`src/hw/rv_ctl_params.svh`:
```
`ifndef RV_CTL_PARAMS_SVH
`define RV_CTL_PARAMS_SVH

// Instruction word
`define RV_XLEN  32

// Opcode and function fields
`define RV_OPC_W 7
`define RV_F3_W  3
`define RV_F7_W  7

// ALU select
`define RV_ALU_W 4

// Immediate format select
`define RV_IMM_W 4

// Writeback source select
`define RV_WB_W  2

`endif

```
`src/hw/rv_ctl_pkg.sv`:
```
`default_nettype none

`include "rv_ctl_params.svh"

package rv_ctl_pkg;

    typedef enum logic [`RV_OPC_W-1:0] {
        OP_LUI    = 7'b0110111,
        OP_AUIPC  = 7'b0010111,
        OP_JAL    = 7'b1101111,
        OP_JALR   = 7'b1100111,
        OP_BRANCH = 7'b1100011,
        OP_LOAD   = 7'b0000011,
        OP_STORE  = 7'b0100011,
        OP_IMM    = 7'b0010011,
        OP_REG    = 7'b0110011,
        OP_FENCE  = 7'b0001111,
        OP_SYSTEM = 7'b1110011
    } opcode_e;

    typedef enum logic [`RV_ALU_W-1:0] {
        ALU_AND    = 4'b0000,
        ALU_OR     = 4'b0001,
        ALU_ADD    = 4'b0010,
        ALU_SUB    = 4'b0011,
        ALU_SLT    = 4'b0100,
        ALU_PASS_B = 4'b0101,
        ALU_SLTU   = 4'b0110,
        ALU_SLL    = 4'b1000,
        ALU_XOR    = 4'b1001,
        ALU_SRL    = 4'b1100,
        ALU_SRA    = 4'b1101
    } alu_op_e;

    typedef enum logic [`RV_IMM_W-1:0] {
        IMM_R = 4'd0,
        IMM_I = 4'd1,
        IMM_S = 4'd2,
        IMM_B = 4'd3,
        IMM_U = 4'd4,
        IMM_J = 4'd5
    } imm_sel_e;

    typedef enum logic [`RV_WB_W-1:0] {
        WB_MEM = 2'd0,
        WB_ALU = 2'd1,
        WB_PC4 = 2'd2
    } wb_sel_e;

    typedef struct packed {
        logic [`RV_F7_W-1:0]  funct7;
        logic [4:0]           rs2;
        logic [4:0]           rs1;
        logic [`RV_F3_W-1:0]  funct3;
        logic [4:0]           rd;
        logic [`RV_OPC_W-1:0] opcode;
    } r_view_t;

    typedef struct packed {
        logic [11:0]          imm12;
        logic [4:0]           rs1;
        logic [`RV_F3_W-1:0]  funct3;
        logic [4:0]           rd;
        logic [`RV_OPC_W-1:0] opcode;
    } i_view_t;

    // Same 32-bit word, seen as register form or immediate form
    typedef union packed {
        r_view_t r_view;
        i_view_t i_view;
    } instr_u;

    typedef struct packed {
        logic     a_sel;
        logic     b_sel;
        alu_op_e  alu_sel;
        logic     mem_wr;
        logic     reg_wen;
        imm_sel_e imm_sel;
        logic     br_un;
        logic     pc_sel;
        wb_sel_e  wb_sel;
    } ctl_word_t;

    // pc_sel here only marks an unconditional jump
    typedef struct packed {
        ctl_word_t ctl;
        logic      is_branch;
        logic      illegal;
    } dec_out_t;

    typedef struct packed {
        logic taken;
        logic br_un;
        logic f3_ok;
    } br_out_t;

endpackage

`default_nettype wire

```
`src/hw/op_decoder.sv`:
```
`timescale 1ns/1ps
`default_nettype none

`include "rv_ctl_params.svh"

module op_decoder (
    input  wire rv_ctl_pkg::instr_u instr,
    output rv_ctl_pkg::dec_out_t    dec
);
    import rv_ctl_pkg::*;

    localparam logic [`RV_F7_W-1:0] F7_BASE = 7'b0000000;
    localparam logic [`RV_F7_W-1:0] F7_ALT  = 7'b0100000;

    logic [`RV_F3_W-1:0] funct3;
    logic                f7_base;
    logic                f7_alt;
    logic                bad;

    assign funct3  = instr.r_view.funct3;
    assign f7_base = (instr.r_view.funct7 == F7_BASE);
    assign f7_alt  = (instr.r_view.funct7 == F7_ALT);

    // OP and OP-IMM share one funct3 map; SUB only exists in register form
    function automatic alu_op_e alu_of(
        input logic [`RV_F3_W-1:0] f3,
        input logic                alt,
        input logic                reg_form
    );
        alu_op_e op;
        case (f3)
            3'b000:  op = (alt && reg_form) ? ALU_SUB : ALU_ADD;
            3'b001:  op = ALU_SLL;
            3'b010:  op = ALU_SLT;
            3'b011:  op = ALU_SLTU;
            3'b100:  op = ALU_XOR;
            3'b101:  op = alt ? ALU_SRA : ALU_SRL;
            3'b110:  op = ALU_OR;
            default: op = ALU_AND;
        endcase
        return op;
    endfunction

    always_comb begin
        dec = '0;
        bad = 1'b0;
        case (instr.r_view.opcode)
            OP_LUI: begin
                dec.ctl.b_sel   = 1'b1;
                dec.ctl.alu_sel = ALU_PASS_B;
                dec.ctl.reg_wen = 1'b1;
                dec.ctl.imm_sel = IMM_U;
                dec.ctl.wb_sel  = WB_ALU;
            end
            OP_AUIPC: begin
                dec.ctl.a_sel   = 1'b1;
                dec.ctl.b_sel   = 1'b1;
                dec.ctl.alu_sel = ALU_ADD;
                dec.ctl.reg_wen = 1'b1;
                dec.ctl.imm_sel = IMM_U;
                dec.ctl.wb_sel  = WB_ALU;
            end
            OP_JAL: begin
                dec.ctl.a_sel   = 1'b1;
                dec.ctl.b_sel   = 1'b1;
                dec.ctl.alu_sel = ALU_ADD;
                dec.ctl.reg_wen = 1'b1;
                dec.ctl.imm_sel = IMM_J;
                dec.ctl.pc_sel  = 1'b1;
                dec.ctl.wb_sel  = WB_PC4;
            end
            OP_JALR: begin
                dec.ctl.b_sel   = 1'b1;
                dec.ctl.alu_sel = ALU_ADD;
                dec.ctl.reg_wen = 1'b1;
                dec.ctl.imm_sel = IMM_I;
                dec.ctl.pc_sel  = 1'b1;
                dec.ctl.wb_sel  = WB_PC4;
                bad             = (funct3 != 3'b000);
            end
            // Direction and compare mode come from the branch resolver
            OP_BRANCH: begin
                dec.ctl.alu_sel = ALU_ADD;
                dec.ctl.imm_sel = IMM_B;
                dec.is_branch   = 1'b1;
            end
            OP_LOAD: begin
                dec.ctl.b_sel   = 1'b1;
                dec.ctl.alu_sel = ALU_ADD;
                dec.ctl.reg_wen = 1'b1;
                dec.ctl.imm_sel = IMM_I;
                dec.ctl.wb_sel  = WB_MEM;
                bad = (funct3 == 3'b011) || (funct3 == 3'b110) || (funct3 == 3'b111);
            end
            OP_STORE: begin
                dec.ctl.b_sel   = 1'b1;
                dec.ctl.alu_sel = ALU_ADD;
                dec.ctl.mem_wr  = 1'b1;
                dec.ctl.imm_sel = IMM_S;
                bad             = funct3[2] || (funct3 == 3'b011);
            end
            OP_IMM: begin
                dec.ctl.b_sel   = 1'b1;
                dec.ctl.alu_sel = alu_of(funct3, f7_alt, 1'b0);
                dec.ctl.reg_wen = 1'b1;
                dec.ctl.imm_sel = IMM_I;
                dec.ctl.wb_sel  = WB_ALU;
                // Shift amounts leave funct7 as the shift type
                if (funct3 == 3'b001) begin
                    bad = !f7_base;
                end else if (funct3 == 3'b101) begin
                    bad = !(f7_base || f7_alt);
                end
            end
            OP_REG: begin
                dec.ctl.alu_sel = alu_of(funct3, f7_alt, 1'b1);
                dec.ctl.reg_wen = 1'b1;
                dec.ctl.imm_sel = IMM_R;
                dec.ctl.wb_sel  = WB_ALU;
                bad = !(f7_base || (f7_alt && (funct3 == 3'b000 || funct3 == 3'b101)));
            end
            OP_FENCE: begin
                bad = (funct3 != 3'b000);
            end
            // Only ECALL and EBREAK are accepted
            OP_SYSTEM: begin
                bad = (funct3 != 3'b000) || (instr.i_view.rs1 != 5'd0) ||
                      (instr.i_view.rd != 5'd0) || (instr.i_view.imm12[11:1] != 11'd0);
            end
            default: begin
                bad = 1'b1;
            end
        endcase

        if (bad) begin
            dec         = '0;
            dec.illegal = 1'b1;
        end
    end

    // No decoded word writes both memory and the register file
    assert property (@(instr) !(dec.ctl.mem_wr && dec.ctl.reg_wen));

endmodule

`default_nettype wire

```
`src/hw/branch_resolver.sv`:
```
`timescale 1ns/1ps
`default_nettype none

`include "rv_ctl_params.svh"

module branch_resolver (
    input  wire logic [`RV_F3_W-1:0] funct3,
    input  wire logic                br_eq,
    input  wire logic                br_lt,
    output rv_ctl_pkg::br_out_t      br
);
    import rv_ctl_pkg::*;

    always_comb begin
        br       = '0;
        br.f3_ok = 1'b1;
        case (funct3)
            3'b000: br.taken = br_eq;
            3'b001: br.taken = !br_eq;
            3'b100: br.taken = br_lt;
            3'b101: br.taken = !br_lt;
            3'b110: begin
                br.taken = br_lt;
                br.br_un = 1'b1;
            end
            3'b111: begin
                br.taken = !br_lt;
                br.br_un = 1'b1;
            end
            // 010 and 011 are reserved
            default: br.f3_ok = 1'b0;
        endcase
    end

endmodule

`default_nettype wire

```
`src/hw/ctl_merge.sv`:
```
`timescale 1ns/1ps
`default_nettype none

module ctl_merge (
    input  wire logic                 clk,
    input  wire logic                 rst_n,
    input  wire logic                 in_valid,
    input  wire rv_ctl_pkg::dec_out_t dec,
    input  wire rv_ctl_pkg::br_out_t  br,
    output logic                      out_valid,
    output rv_ctl_pkg::ctl_word_t     ctl,
    output logic                      illegal
);
    import rv_ctl_pkg::*;

    ctl_word_t merged;
    logic      bad;

    always_comb begin
        merged = dec.ctl;
        if (dec.is_branch) begin
            merged.pc_sel = br.taken;
            merged.br_un  = br.br_un;
        end
        bad = dec.illegal || (dec.is_branch && !br.f3_ok);
        if (bad) begin
            merged = '0;
        end
    end

    always_ff @(posedge clk) begin
        if (!rst_n) begin
            out_valid <= 1'b0;
            ctl       <= '0;
            illegal   <= 1'b0;
        end else begin
            out_valid <= in_valid;
            // Hold the last word through idle cycles
            if (in_valid) begin
                ctl     <= merged;
                illegal <= bad;
            end
        end
    end

    // An illegal word never leaves with live control
    assert property (@(posedge clk) disable iff (!rst_n) illegal |-> (ctl == '0));

endmodule

`default_nettype wire

```
`src/hw/instr_ctl.sv`:
```
`timescale 1ns/1ps
`default_nettype none

module instr_ctl (
    input  wire logic               clk,
    input  wire logic               rst_n,
    input  wire logic               in_valid,
    input  wire rv_ctl_pkg::instr_u instr,
    input  wire logic               br_eq,
    input  wire logic               br_lt,
    output wire logic               out_valid,
    output wire rv_ctl_pkg::ctl_word_t ctl,
    output wire logic               illegal
);
    import rv_ctl_pkg::*;

    wire dec_out_t dec;
    wire br_out_t  br;

    op_decoder u_op_decoder (
        .instr (instr),
        .dec   (dec)
    );

    branch_resolver u_branch_resolver (
        .funct3 (instr.r_view.funct3),
        .br_eq  (br_eq),
        .br_lt  (br_lt),
        .br     (br)
    );

    ctl_merge u_ctl_merge (
        .clk       (clk),
        .rst_n     (rst_n),
        .in_valid  (in_valid),
        .dec       (dec),
        .br        (br),
        .out_valid (out_valid),
        .ctl       (ctl),
        .illegal   (illegal)
    );

endmodule

`default_nettype wire

```
`config.mk`:
```
export PLATFORM = sky130hd
export DESIGN_NAME = instr_ctl
export DESIGN_NICKNAME = d
export VERILOG_FILES = /design/src/hw/rv_ctl_pkg.sv /design/src/hw/op_decoder.sv /design/src/hw/branch_resolver.sv /design/src/hw/ctl_merge.sv /design/src/hw/instr_ctl.sv
export VERILOG_INCLUDE_DIRS = /design/src /design/src/hw
export SDC_FILE = /design/constraint.sdc
export NUM_CORES = 1
export LEC_CHECK = 0
export ABC_CLOCK_PERIOD_IN_PS = 2540
export BUFFER_PORTS_ARGS = -buffer_cell sky130_fd_sc_hd__buf_2
export CAP_MARGIN = 20
export CORE_MARGIN = 1.5
export CORE_UTILIZATION = 51
export DETAILED_ROUTE_END_ITERATION = 7
export PLACE_DENSITY = 0.85
export SYNTH_ARGS = -nofsm -noshare
export SYNTH_HDL_FRONTEND = slang
export SYNTH_SLANG_ARGS = --single-unit
```
`constraint.sdc`:
```
create_clock -name clk -period 2.54 [get_ports clk]
set_input_delay 0.635 -clock clk [delete_from_list [all_inputs] [get_ports clk]]
set_output_delay 0.635 -clock clk [all_outputs]
set_load 0.01 [all_outputs]
```
# Word-level counts from Yosys, hierarchy flattened
# Index checks and enable logic that the tools add are counted.
[word_totals]
ff_bits = 18
latchBits = 0
mem_bits_rw = 0
rom_bits = 0
input_bits = 37
out_inout_bits = 18
wordCells = 90
memories = 0
[classes]
n_addsub = 0
mul = 0
div_mod_pow = 0
n_lt_le_gt_ge = 0
n_eq_ne = 19
shifts = 0
muxes = 22
n_bitwise = 0
reduce_logical = 38
[op_table]
columns = ["op", "n"]
rows = [
  ["$pmux W4 S7", 2],
  ["$eq A7 B6 Y1 const B", 4],
  ["$eq A7 B7 Y1 const B", 4],
  ["$mux W18", 1],
  ["$mux W16", 1],
  ["$pmux W4 S4", 1],
  ["$pmux W3 S5", 1],
  ["$eq A7 B5 Y1 const B", 2],
  ["$reduce_or A2 Y1", 7],
  ["$reduce_or A7 Y1", 2],
  ["$eq A3 B3 Y1 const B", 4],
  ["$mux W1", 12],
  ["$reduce_or A6 Y1", 2],
  ["$reduce_bool A11 Y1", 1],
  ["$logic_or A1 B1 Y1", 10],
  ["$reduce_bool A5 Y1", 2],
  ["$reduce_or A4 Y1", 2],
  ["$eq A7 B2 Y1 const B", 1],
  ["$eq A7 B4 Y1 const B", 1],
  ["$logic_not A7 Y1", 1],
  ["$pmux W1 S7", 1],
  ["$eq A3 B2 Y1 const B", 2],
  ["$logic_not A1 Y1", 6],
  ["$pmux W1 S4", 1],
  ["7 further kinds", 8],
]

# Longest topological paths before layout
# Gate-level depths: netlist of the first run.
[depth]
depth_word = 10
depth_mapped = 7
ltp_nobuf = 5

# Hierarchy
# Synthesis of the first run repeated with hierarchy kept, for this count alone.
[unflattened]
cells_unflattened = 185
area_unflattened_um2 = 1595.3
[by_module_without_submodules]
columns = ["module", "instances", "cells_per_inst", "area_per_inst_um2", "seq_area_each_um2"]
rows = [
  ["ctl_merge", 1, 79, 865.8, 360.3],
  ["op_decoder", 1, 99, 676.9, 0.0],
  ["branch_resolver", 1, 7, 52.6, 0.0],
]

# Worst setup path after synthesis of the first run
# No wires, ideal clock.
[synth_path]
kind = "in2reg"
from = "input instr[13] in the netlist's numbering"
to = "register, netlist name u_ctl_merge.ctl[14]"
arrival_ps = 1834
t_required_ps = 2444
path_slack_ps = 611
path_stages = 6
cell_sequence = "buf_4 nor4b_2 o311ai_2 a31oi_4 o211ai_4 o41ai_2"
[synth_via]
elab_chain_cells = 10
elab_cells_between_ends = 28
cone_classes = "6 x eq/ne; 6 x mux; 16 x reduce/logical"
[synth_rtl]
columns = ["item", "line_no", "rtl"]
rows = [
  ["start, declared", "instr_ctl.sv:8", "input wire rv_ctl_pkg::instr_u instr,"],
  ["$eq A3 B3 Y1 / $logic_not A3 Y1 (equally long branches)", "op_decoder.sv:111, op_decoder.sv:120, branch_resolver.sv:17", ""],
  ["$logic_or A1 B1 Y1", "op_decoder.sv:120", "bad = !(f7_base || (f7_alt && (funct3 == 3'b000 || funct3 == 3'b101)));"],
  ["$logic_and A1 B1 Y1", "op_decoder.sv:120", ""],
  ["$logic_or A1 B1 Y1", "op_decoder.sv:120", ""],
  ["$logic_not A1 Y1", "op_decoder.sv:120", ""],
  ["$pmux W1 S7", "op_decoder.sv:47", "case (instr.r_view.opcode)"],
  ["$mux W18", "op_decoder.sv:135", "if (bad) begin"],
  ["$logic_and A1 B1 Y1", "ctl_merge.sv:25", "bad = dec.illegal || (dec.is_branch && !br.f3_ok);"],
  ["$logic_or A1 B1 Y1", "ctl_merge.sv:25", ""],
  ["$mux W16 *", "ctl_merge.sv:26", "if (bad) begin"],
]
# Mark *: on every way between the ends. The rest lies on a longest branch, timed or not.
# A chain may end at the register's enable or synchronous reset.

# Worst setup path in the final report of the first run
[layout_path]
from = "input instr[2] in the netlist's numbering"
to = "register, netlist name u_ctl_merge.ctl[15]"
[layout_via]
elab_chain_cells = 7
elab_cells_between_ends = 21
cone_classes = "11 x eq/ne; 5 x mux; 5 x reduce/logical"
[layout_rtl]
columns = ["item", "line_no"]
rows = [
  ["$eq A7 B7 Y1 (tied with other cells)", "op_decoder.sv:47"],
  ["$reduce_or A4 Y1 (no line) / $reduce_or A2 Y1 (equally long branches)", "-"],
  ["$pmux W1 S7", "op_decoder.sv:47"],
  ["$mux W18 *", "op_decoder.sv:135"],
  ["$logic_and A1 B1 Y1", "ctl_merge.sv:25"],
  ["$logic_or A1 B1 Y1", "ctl_merge.sv:25"],
  ["$mux W16 *", "ctl_merge.sv:26"],
]
# Marked as above.

==> out/metrics.csv, run 1 <==
stage,metric,value,unit
synthesis,sequential-to-total area share from yosys stat,26.5,%
timing,Final Hold Violating Endpoints,0,
route,routed len/inst,13.5,µm
floorplanning,Ports,55,
timing,Setup Skew,0,ns
timing,FMAX,531,MHz
floorplanning,Die ar.,2830,µm²
synthesis,syn_nets,193,
power,Switching Fraction,29.4,%
power,combinational power share,23.0,%
final_layout,ratio of cells with drive above 1 in the final layout,36.0,%
cts,root buffer cell,clkbuf_4,
cts,Clock Path Buffers,2,
global_route,antenna violations before repair,0,
route,TritonRoute pass-1 iters,4,
critical_path,crit-path max FO,10,
cts,# resized after CTS,0,
floorplanning,Starting Density,52.8,%
hold_path,Min-Delay Path Class,reg -> reg,
hold_path,start point of the worst hold path,u_ctl_merge.ctl[1],
synthesis,Synth Cell Area,1280,µm²
route,DRC viols,0,
power,Seq pwr share,50.3,%
timing,setup TNS,0,ns
power,PD cells,359,nW/µm²
synthesis,ranking of synthesized cells by area,"dfxtp_1, nand2_1, o21ai_0",
timing,Final period util,74.1,%
cts,later-pin clock latency in the skew report,0.30,ns
timing,slew at the pin closest to its max-slew limit,0.718,ns
final_layout,fillers,229,
critical_path,r2r startpoint,u_ctl_merge.ctl[3],
power,internal power,0.000379,W
final_layout,area grow syn2layout,16.4,%
hold_path,Hold Path Stages,2,
global_route,All-Layer GR Usage,23.9,%
timing,slew margin rel.,52.0,%
global_route,number of global-route vias before repair,1242,
power,Clock Power Share,26.7,%
cts,H-tree Lvls,1,
route,DRT iter0 DRCs,26,
floorplanning,Die H,53.2,µm
cts,CTS tree,built,
route,Post-Route WL,3080,µm
critical_path,reg2reg path depth,3,
status,outcome,completed,
synthesis,Post-synth EDFFs,0,
final_layout,number of nets in the layout,235,
critical_path,crit end category,flop,
place,PortBufs,52,
floorplanning,Core Area,2430,µm²
floorplanning,die width,53.2,µm
timing,Final Max Slew Viols,0,
timing,# setup viols final,0,
hold_path,worst hold endpoint,u_ctl_merge.ctl[1],
floorplanning,Rows,18,
synthesis,Synth Instances,156,
power,Psw,0.000158,W
critical_path,CP required,2.74,ns
synthesis,Syn Area/Cell,8.24,µm²
global_route,pin count of the biggest net entering global routing,19,
critical_path,RR Endpoint,u_ctl_merge.ctl[3],
synthesis,Ys Warns,0,
timing,RSZ-0062 raised after global routing,no,
critical_path,crit path launch type,input pin,
cts,TritonCTS buffer count,3,
synthesis,Netlist cell types,56,
power,maximum vdd drop,0.349,mV
place,"Cell Area, Placed",1470,µm²
place,HPWL after DPL,2390,µm
timing,Tmin final,1.88,ns
synthesis,Async SR Flop Fraction,0,%
critical_path,internal reg-to-reg setup slack,1.84,ns
route,via count,1323,
synthesis,post-synth top area cell,dfxtp_1,
route,Vias/cell,5.83,
place,RD Place Congestion,0.919,
synthesis,ys flop type,dfxtp_1,
cts,Post-CTS Hold Fix Bufs,0,
critical_path,critical path type,in -> reg,
global_route,grt ovf,0,
synthesis,share of the synthesized area in the top cell type,26.5,%
route,Antenna Nets Post-Route,0,
power,Leak Pwr,0.621,nW
global_route,first-pass GRT wire length,5000,µm
run,Max-Cap Viols,0,
critical_path,Arrival @ worst endpoint,2.09,ns
cts,Post-CTS Setup Inserts,0,
final_layout,post-route cell area,1500,µm²
cts,Clock Sink Count,17,
synthesis,synthesis-stage register bit count,17,
final_layout,ANT cells,0,
cts,"CTS clk-pin slew, worst paths",0.10,ns
-- stage by stage --
step           power (W)  hold WS, ns  setup slack [ns]  util (%)  std cells
3_3_place_gp    0.000393        0.421             0.383      60.3        223
2_1_floorplan   0.000363        0.462             0.611         -        156
4_1_cts         0.000540        0.465             0.673      61.5        227
5_1_grt         0.000560        0.479             0.483      61.5        227
6_report        0.000537        0.454             0.657      61.5        227
3_5_place_dp    0.000398        0.444             0.364      60.3        223
-- sequential cells by signal, summed over array words and instances (netlist names) --
register,cells
u_ctl_merge.ctl,15
u_ctl_merge.illegal,1
u_ctl_merge.out_valid,1
-- cell families (layout without fill, tap and decap cells) --
| family | Yosys count | after routing | share of synthesized area (%) |
|---|---|---|---|
| compound gates | 43 | 43 | 27.3 |
| simple gates | 72 | 72 | 33.5 |
| xor+xnor | 3 | 3 | 2.05 |
| flops | 17 | 17 | 26.5 |
| other cells | 1 | 1 | 0.292 |
| buf+inv | 20 | 61 | 10.4 |
-- layout by cell type (no fill, tap or decap), types with 2 or more instances in the layout --
| cell type | n |
|---|---|
| o21bai_1 | 2 |
| nor3_1 | 3 |
| buf_2 | 52 |
| nand2_1 | 21 |
| a21oi_1 | 6 |
| dfxtp_1 | 17 |
| nand3b_1 | 3 |
| o21ai_0 | 10 |
| nand4_1 | 4 |
| clkbuf_4 | 3 |
| o22ai_1 | 2 |
| nor2_1 | 7 |
| a21boi_0 | 2 |
| xor2_1 | 2 |
| nand2b_1 | 3 |
| nand3_1 | 5 |
| nor2b_1 | 5 |
| nor4_1 | 6 |
| and2_1 | 2 |
| or2b_2 | 2 |
| inv_1 | 5 |
| o31ai_1 | 4 |
-- how the worst max path moves through the flow --
stage	startpoint	endpoint	cells after the start
4_1_cts	instr[5]	u_ctl_merge.ctl[14]	6
3_5_place_dp	instr[5]	u_ctl_merge.ctl[14]	6
5_1_grt	instr[2]	u_ctl_merge.ctl[4]	6
6_report	instr[2]	u_ctl_merge.ctl[15]	5
3_3_place_gp	instr[2]	u_ctl_merge.ctl[15]	5
2_1_floorplan	instr[13]	u_ctl_merge.ctl[14]	6
-- cells in the mapped netlist, types with 3 or more instances --
master and number:
a21oi_1 6, buf_2 3, buf_4 4, clkbuf_1 3
dfxtp_1 17, inv_1 5, nand2_1 21, nand2b_1 3
nand3_1 5, nand3b_1 3, nand4_1 4, nor2_1 7
nor2b_1 5, nor3_1 3, nor4_1 6, o21ai_0 10
o31ai_1 4
-- cell type report --
type	count	area, µm²	share of cell area, %
Tap cell	30	37.5	2.51
Timing Repair Buffer	52	260	17.4
Sequential cell	17	340	22.8
Inverter	5	18.8	1.26
Multi-Input combinational cell	119	811	54.2
Clock buffer	3	22.5	1.51
Clock inverter	1	5.00	0.335
-- critical path, cell delays in order --
cell	delay (ns)
buf_2	0.15
nand4bb_1	0.39
nor4_1	0.50
nor2b_1	0.15
a32o_1	0.27
-- power groups by stage --
stage | registers, W | logic, W | clock network, W
detailed placement | 0.000276 | 0.000121 | 0
CTS | 0.000270 | 0.000122 | 0.000148
global route | 0.000271 | 0.000136 | 0.000154
global placement | 0.000276 | 0.000117 | 0
floorplan | 0.000278 | 0.0000850 | 0
finish | 0.000270 | 0.000123 | 0.000143
-- metal layers --
layer | wire length [µm] | track usage, %
met3 | 255 | 3.95
met5 | 0 | 0
met4 | 50 | 12.8
met2 | 1490 | 42.5
met1 | 1280 | 26.7
(Power assumes the default switching activity.)
==> run 2, diff against run 1 <==
Settings changed: ABC_CLOCK_PERIOD_IN_PS 2540 to 1700, CORE_UTILIZATION 51 to 43, PLACE_DENSITY 0.85 to 0.76.
Clock period 2.54 ns to 1.7 ns, I/O delays scaled along.
==> out/metrics.csv, run 2 (synthesis gave the netlist of run 1 again) <==
stage,metric,value,unit,change
status,outcome,finished with violations,,
status,failing checks,design-rule violations,,
final_layout,"Most flops, register",u_ctl_merge.ctl,,
hold_path,Min-Delay Path Class,in -> reg,,
timing,FMAX,633,MHz,
final_layout,Regs by FF count,"u_ctl_merge.ctl x15, u_ctl_merge.illegal x1, u_ctl_merge.out_valid x1",,
floorplanning,Starting Density,45.8,%,-7.0 points
cts,Clock Sink Count,17,,unchanged
route,DRT iter0 DRCs,63,,+140%
route,Antenna Nets Post-Route,0,,unchanged
floorplanning,Core Area,2810,µm²,+15%
place,HPWL after DPL,2660,µm,+11%
power,maximum vdd drop,0.236,mV,-32%
timing,Final Hold Violating Endpoints,0,,unchanged
global_route,first-pass GRT wire length,5240,µm,+4.8%
timing,hold slack,0.403,ns,-0.0506 ns
place,RD Place Congestion,0.838,,-8.8%
global_route,antenna violations before repair,0,,unchanged
cts,"CTS clk-pin slew, worst paths",0.09,ns,about the same
critical_path,critical path type,in -> reg,,
cts,CTS tree,built,,
route,via count,1418,,+7.2%
route,TritonRoute pass-1 iters,8,,+4
timing,Tmin final,1.58,ns,
final_layout,"leading cell type in the layout, fill and taps excluded",buf_2,,
floorplanning,Die ar.,3330,µm²,+18%
critical_path,crit end category,flop,,
power,Psw,0.000239,W,+51%
floorplanning,die width,57.7,µm,+8.4%
power,Switching Fraction,27.9,%,-1.5 points
route,Vias/cell,5.37,,-7.8%
critical_path,Arrival @ worst endpoint,1.78,ns,-0.31 ns
cts,Clock Path Buffers,2,,unchanged
cts,later-pin clock latency in the skew report,0.29,ns,about the same
global_route,number of global-route vias before repair,1233,,-0.72%
power,combinational power share,28.6,%,+5.6 points
floorplanning,Ports,55,,unchanged
cts,H-tree Lvls,1,,unchanged
timing,# setup viols final,0,,unchanged
global_route,grt ovf,0,,unchanged
timing,Final period util,92.9,%,
final_layout,ANT cells,0,,unchanged
cts,TritonCTS buffer count,3,,unchanged
cts,root buffer cell,clkbuf_4,,
global_route,pin count of the biggest net entering global routing,13,,-6
power,PD cells,477,nW/µm²,+33%
place,PortBufs,52,,unchanged
final_layout,ratio of cells with drive above 1 in the final layout,46.4,%,+10 points
route,Post-Route WL,3200,µm,+4.2%
critical_path,crit-path max FO,6,,-4
global_route,All-Layer GR Usage,19.9,%,-4.0 points
timing,setup TNS,0,ns,unchanged
route,routed len/inst,12.1,µm,-10%
timing,RSZ-0062 raised after global routing,no,,
power,internal power,0.000617,W,+63%
power,Pwr Total,0.000856,W,+59%
power,Leak Pwr,0.803,nW,+29%
timing,slew at the pin closest to its max-slew limit,0.800,ns,+0.0819 ns
floorplanning,Die H,57.7,µm,+8.4%
timing,Final Max Slew Viols,0,,unchanged
critical_path,crit path launch type,input pin,,
power,Clock Power Share,24.2,%,-2.5 points
floorplanning,Rows,19,,+1
final_layout,area grow syn2layout,39.7,%,
final_layout,most frequent cells in the layout,"buf_2, buf_4, nand2_1, dfxtp_1, o21ai_0",,
route,DRC viols,3,,+3
final_layout,post-route cell area,1800,µm²,+20%
place,"Cell Area, Placed",1760,µm²,+20%
timing,Setup Skew,0,ns,unchanged
final_layout,Largest register FFs,15,,unchanged
timing,slew margin rel.,46.5,%,-5.5 points
run,Max-Cap Viols,0,,unchanged
critical_path,CP required,1.90,ns,-0.84 ns
power,Seq pwr share,47.2,%,-3.1 points
final_layout,number of nets in the layout,271,,+15%
run 2: through the flow:
step                      util [%]  setup slack [ns]  std cells
final                         64.0             0.120        264
after global routing          64.0            0.0199        264
after CTS                     63.6            0.0690        263
after detailed placement      62.6            -0.228        259
after global placement        62.6            -0.187        259
after floorplan                  -          0.000877        156
run 2: what timing repair did:
action / in CTS / in global routing
resized for setup: 0 / 1
setup buffers: 0 / 1
hold buffers: 0 / 0
endpoints found under the setup margin: 0 / 2
run 2: worst paths after layout:
kind	depth (start not counted)	slack [ns]	endpoint	startpoint
worst min register to register	2	0.44	u_ctl_merge.ctl[1]	u_ctl_merge.ctl[1]
worst min-delay path	2	0.40	u_ctl_merge.ctl[3]	rst_n
worst max register to register	3	1.01	u_ctl_merge.ctl[3]	u_ctl_merge.ctl[3]
worst max-delay path	6	0.12	u_ctl_merge.ctl[14]	instr[31]
run 2: critical path, cell delays in order:
cell and delay, ns:
buf_2 0.11, nor4_4 0.34, nand2_1 0.14, o31ai_4 0.30, o211ai_4 0.15, o41ai_2 0.31
run 2: layer usage:
layer  part of all wire (%)  GRT usage, %
met2                     49          36.0
met5                      0             0
met1                     43          24.0
met4                    1.0          5.65
met3                    6.8          3.57
run 2: final cells by class:
class / count / area (µm²)
clock buffer: 3 / 22.5
inverter: 5 / 18.8
sequential: 17 / 340
fill: 255 / 1010
clock inverter: 1 / 5.00
timing repair buffer: 88 / 556
tap: 31 / 38.8
multi-input combinational: 119 / 815
run 2: power by group through the flow:
stage,Clock (W),Combinational [W],Sequential [W]
2_1_floorplan,0,0.000127,0.000415
3_3_place_gp,0,0.000239,0.000413
3_5_place_dp,0,0.000242,0.000413
4_1_cts,0.000210,0.000243,0.000404
5_1_grt,0.000229,0.000268,0.000405
6_report,0.000207,0.000245,0.000404
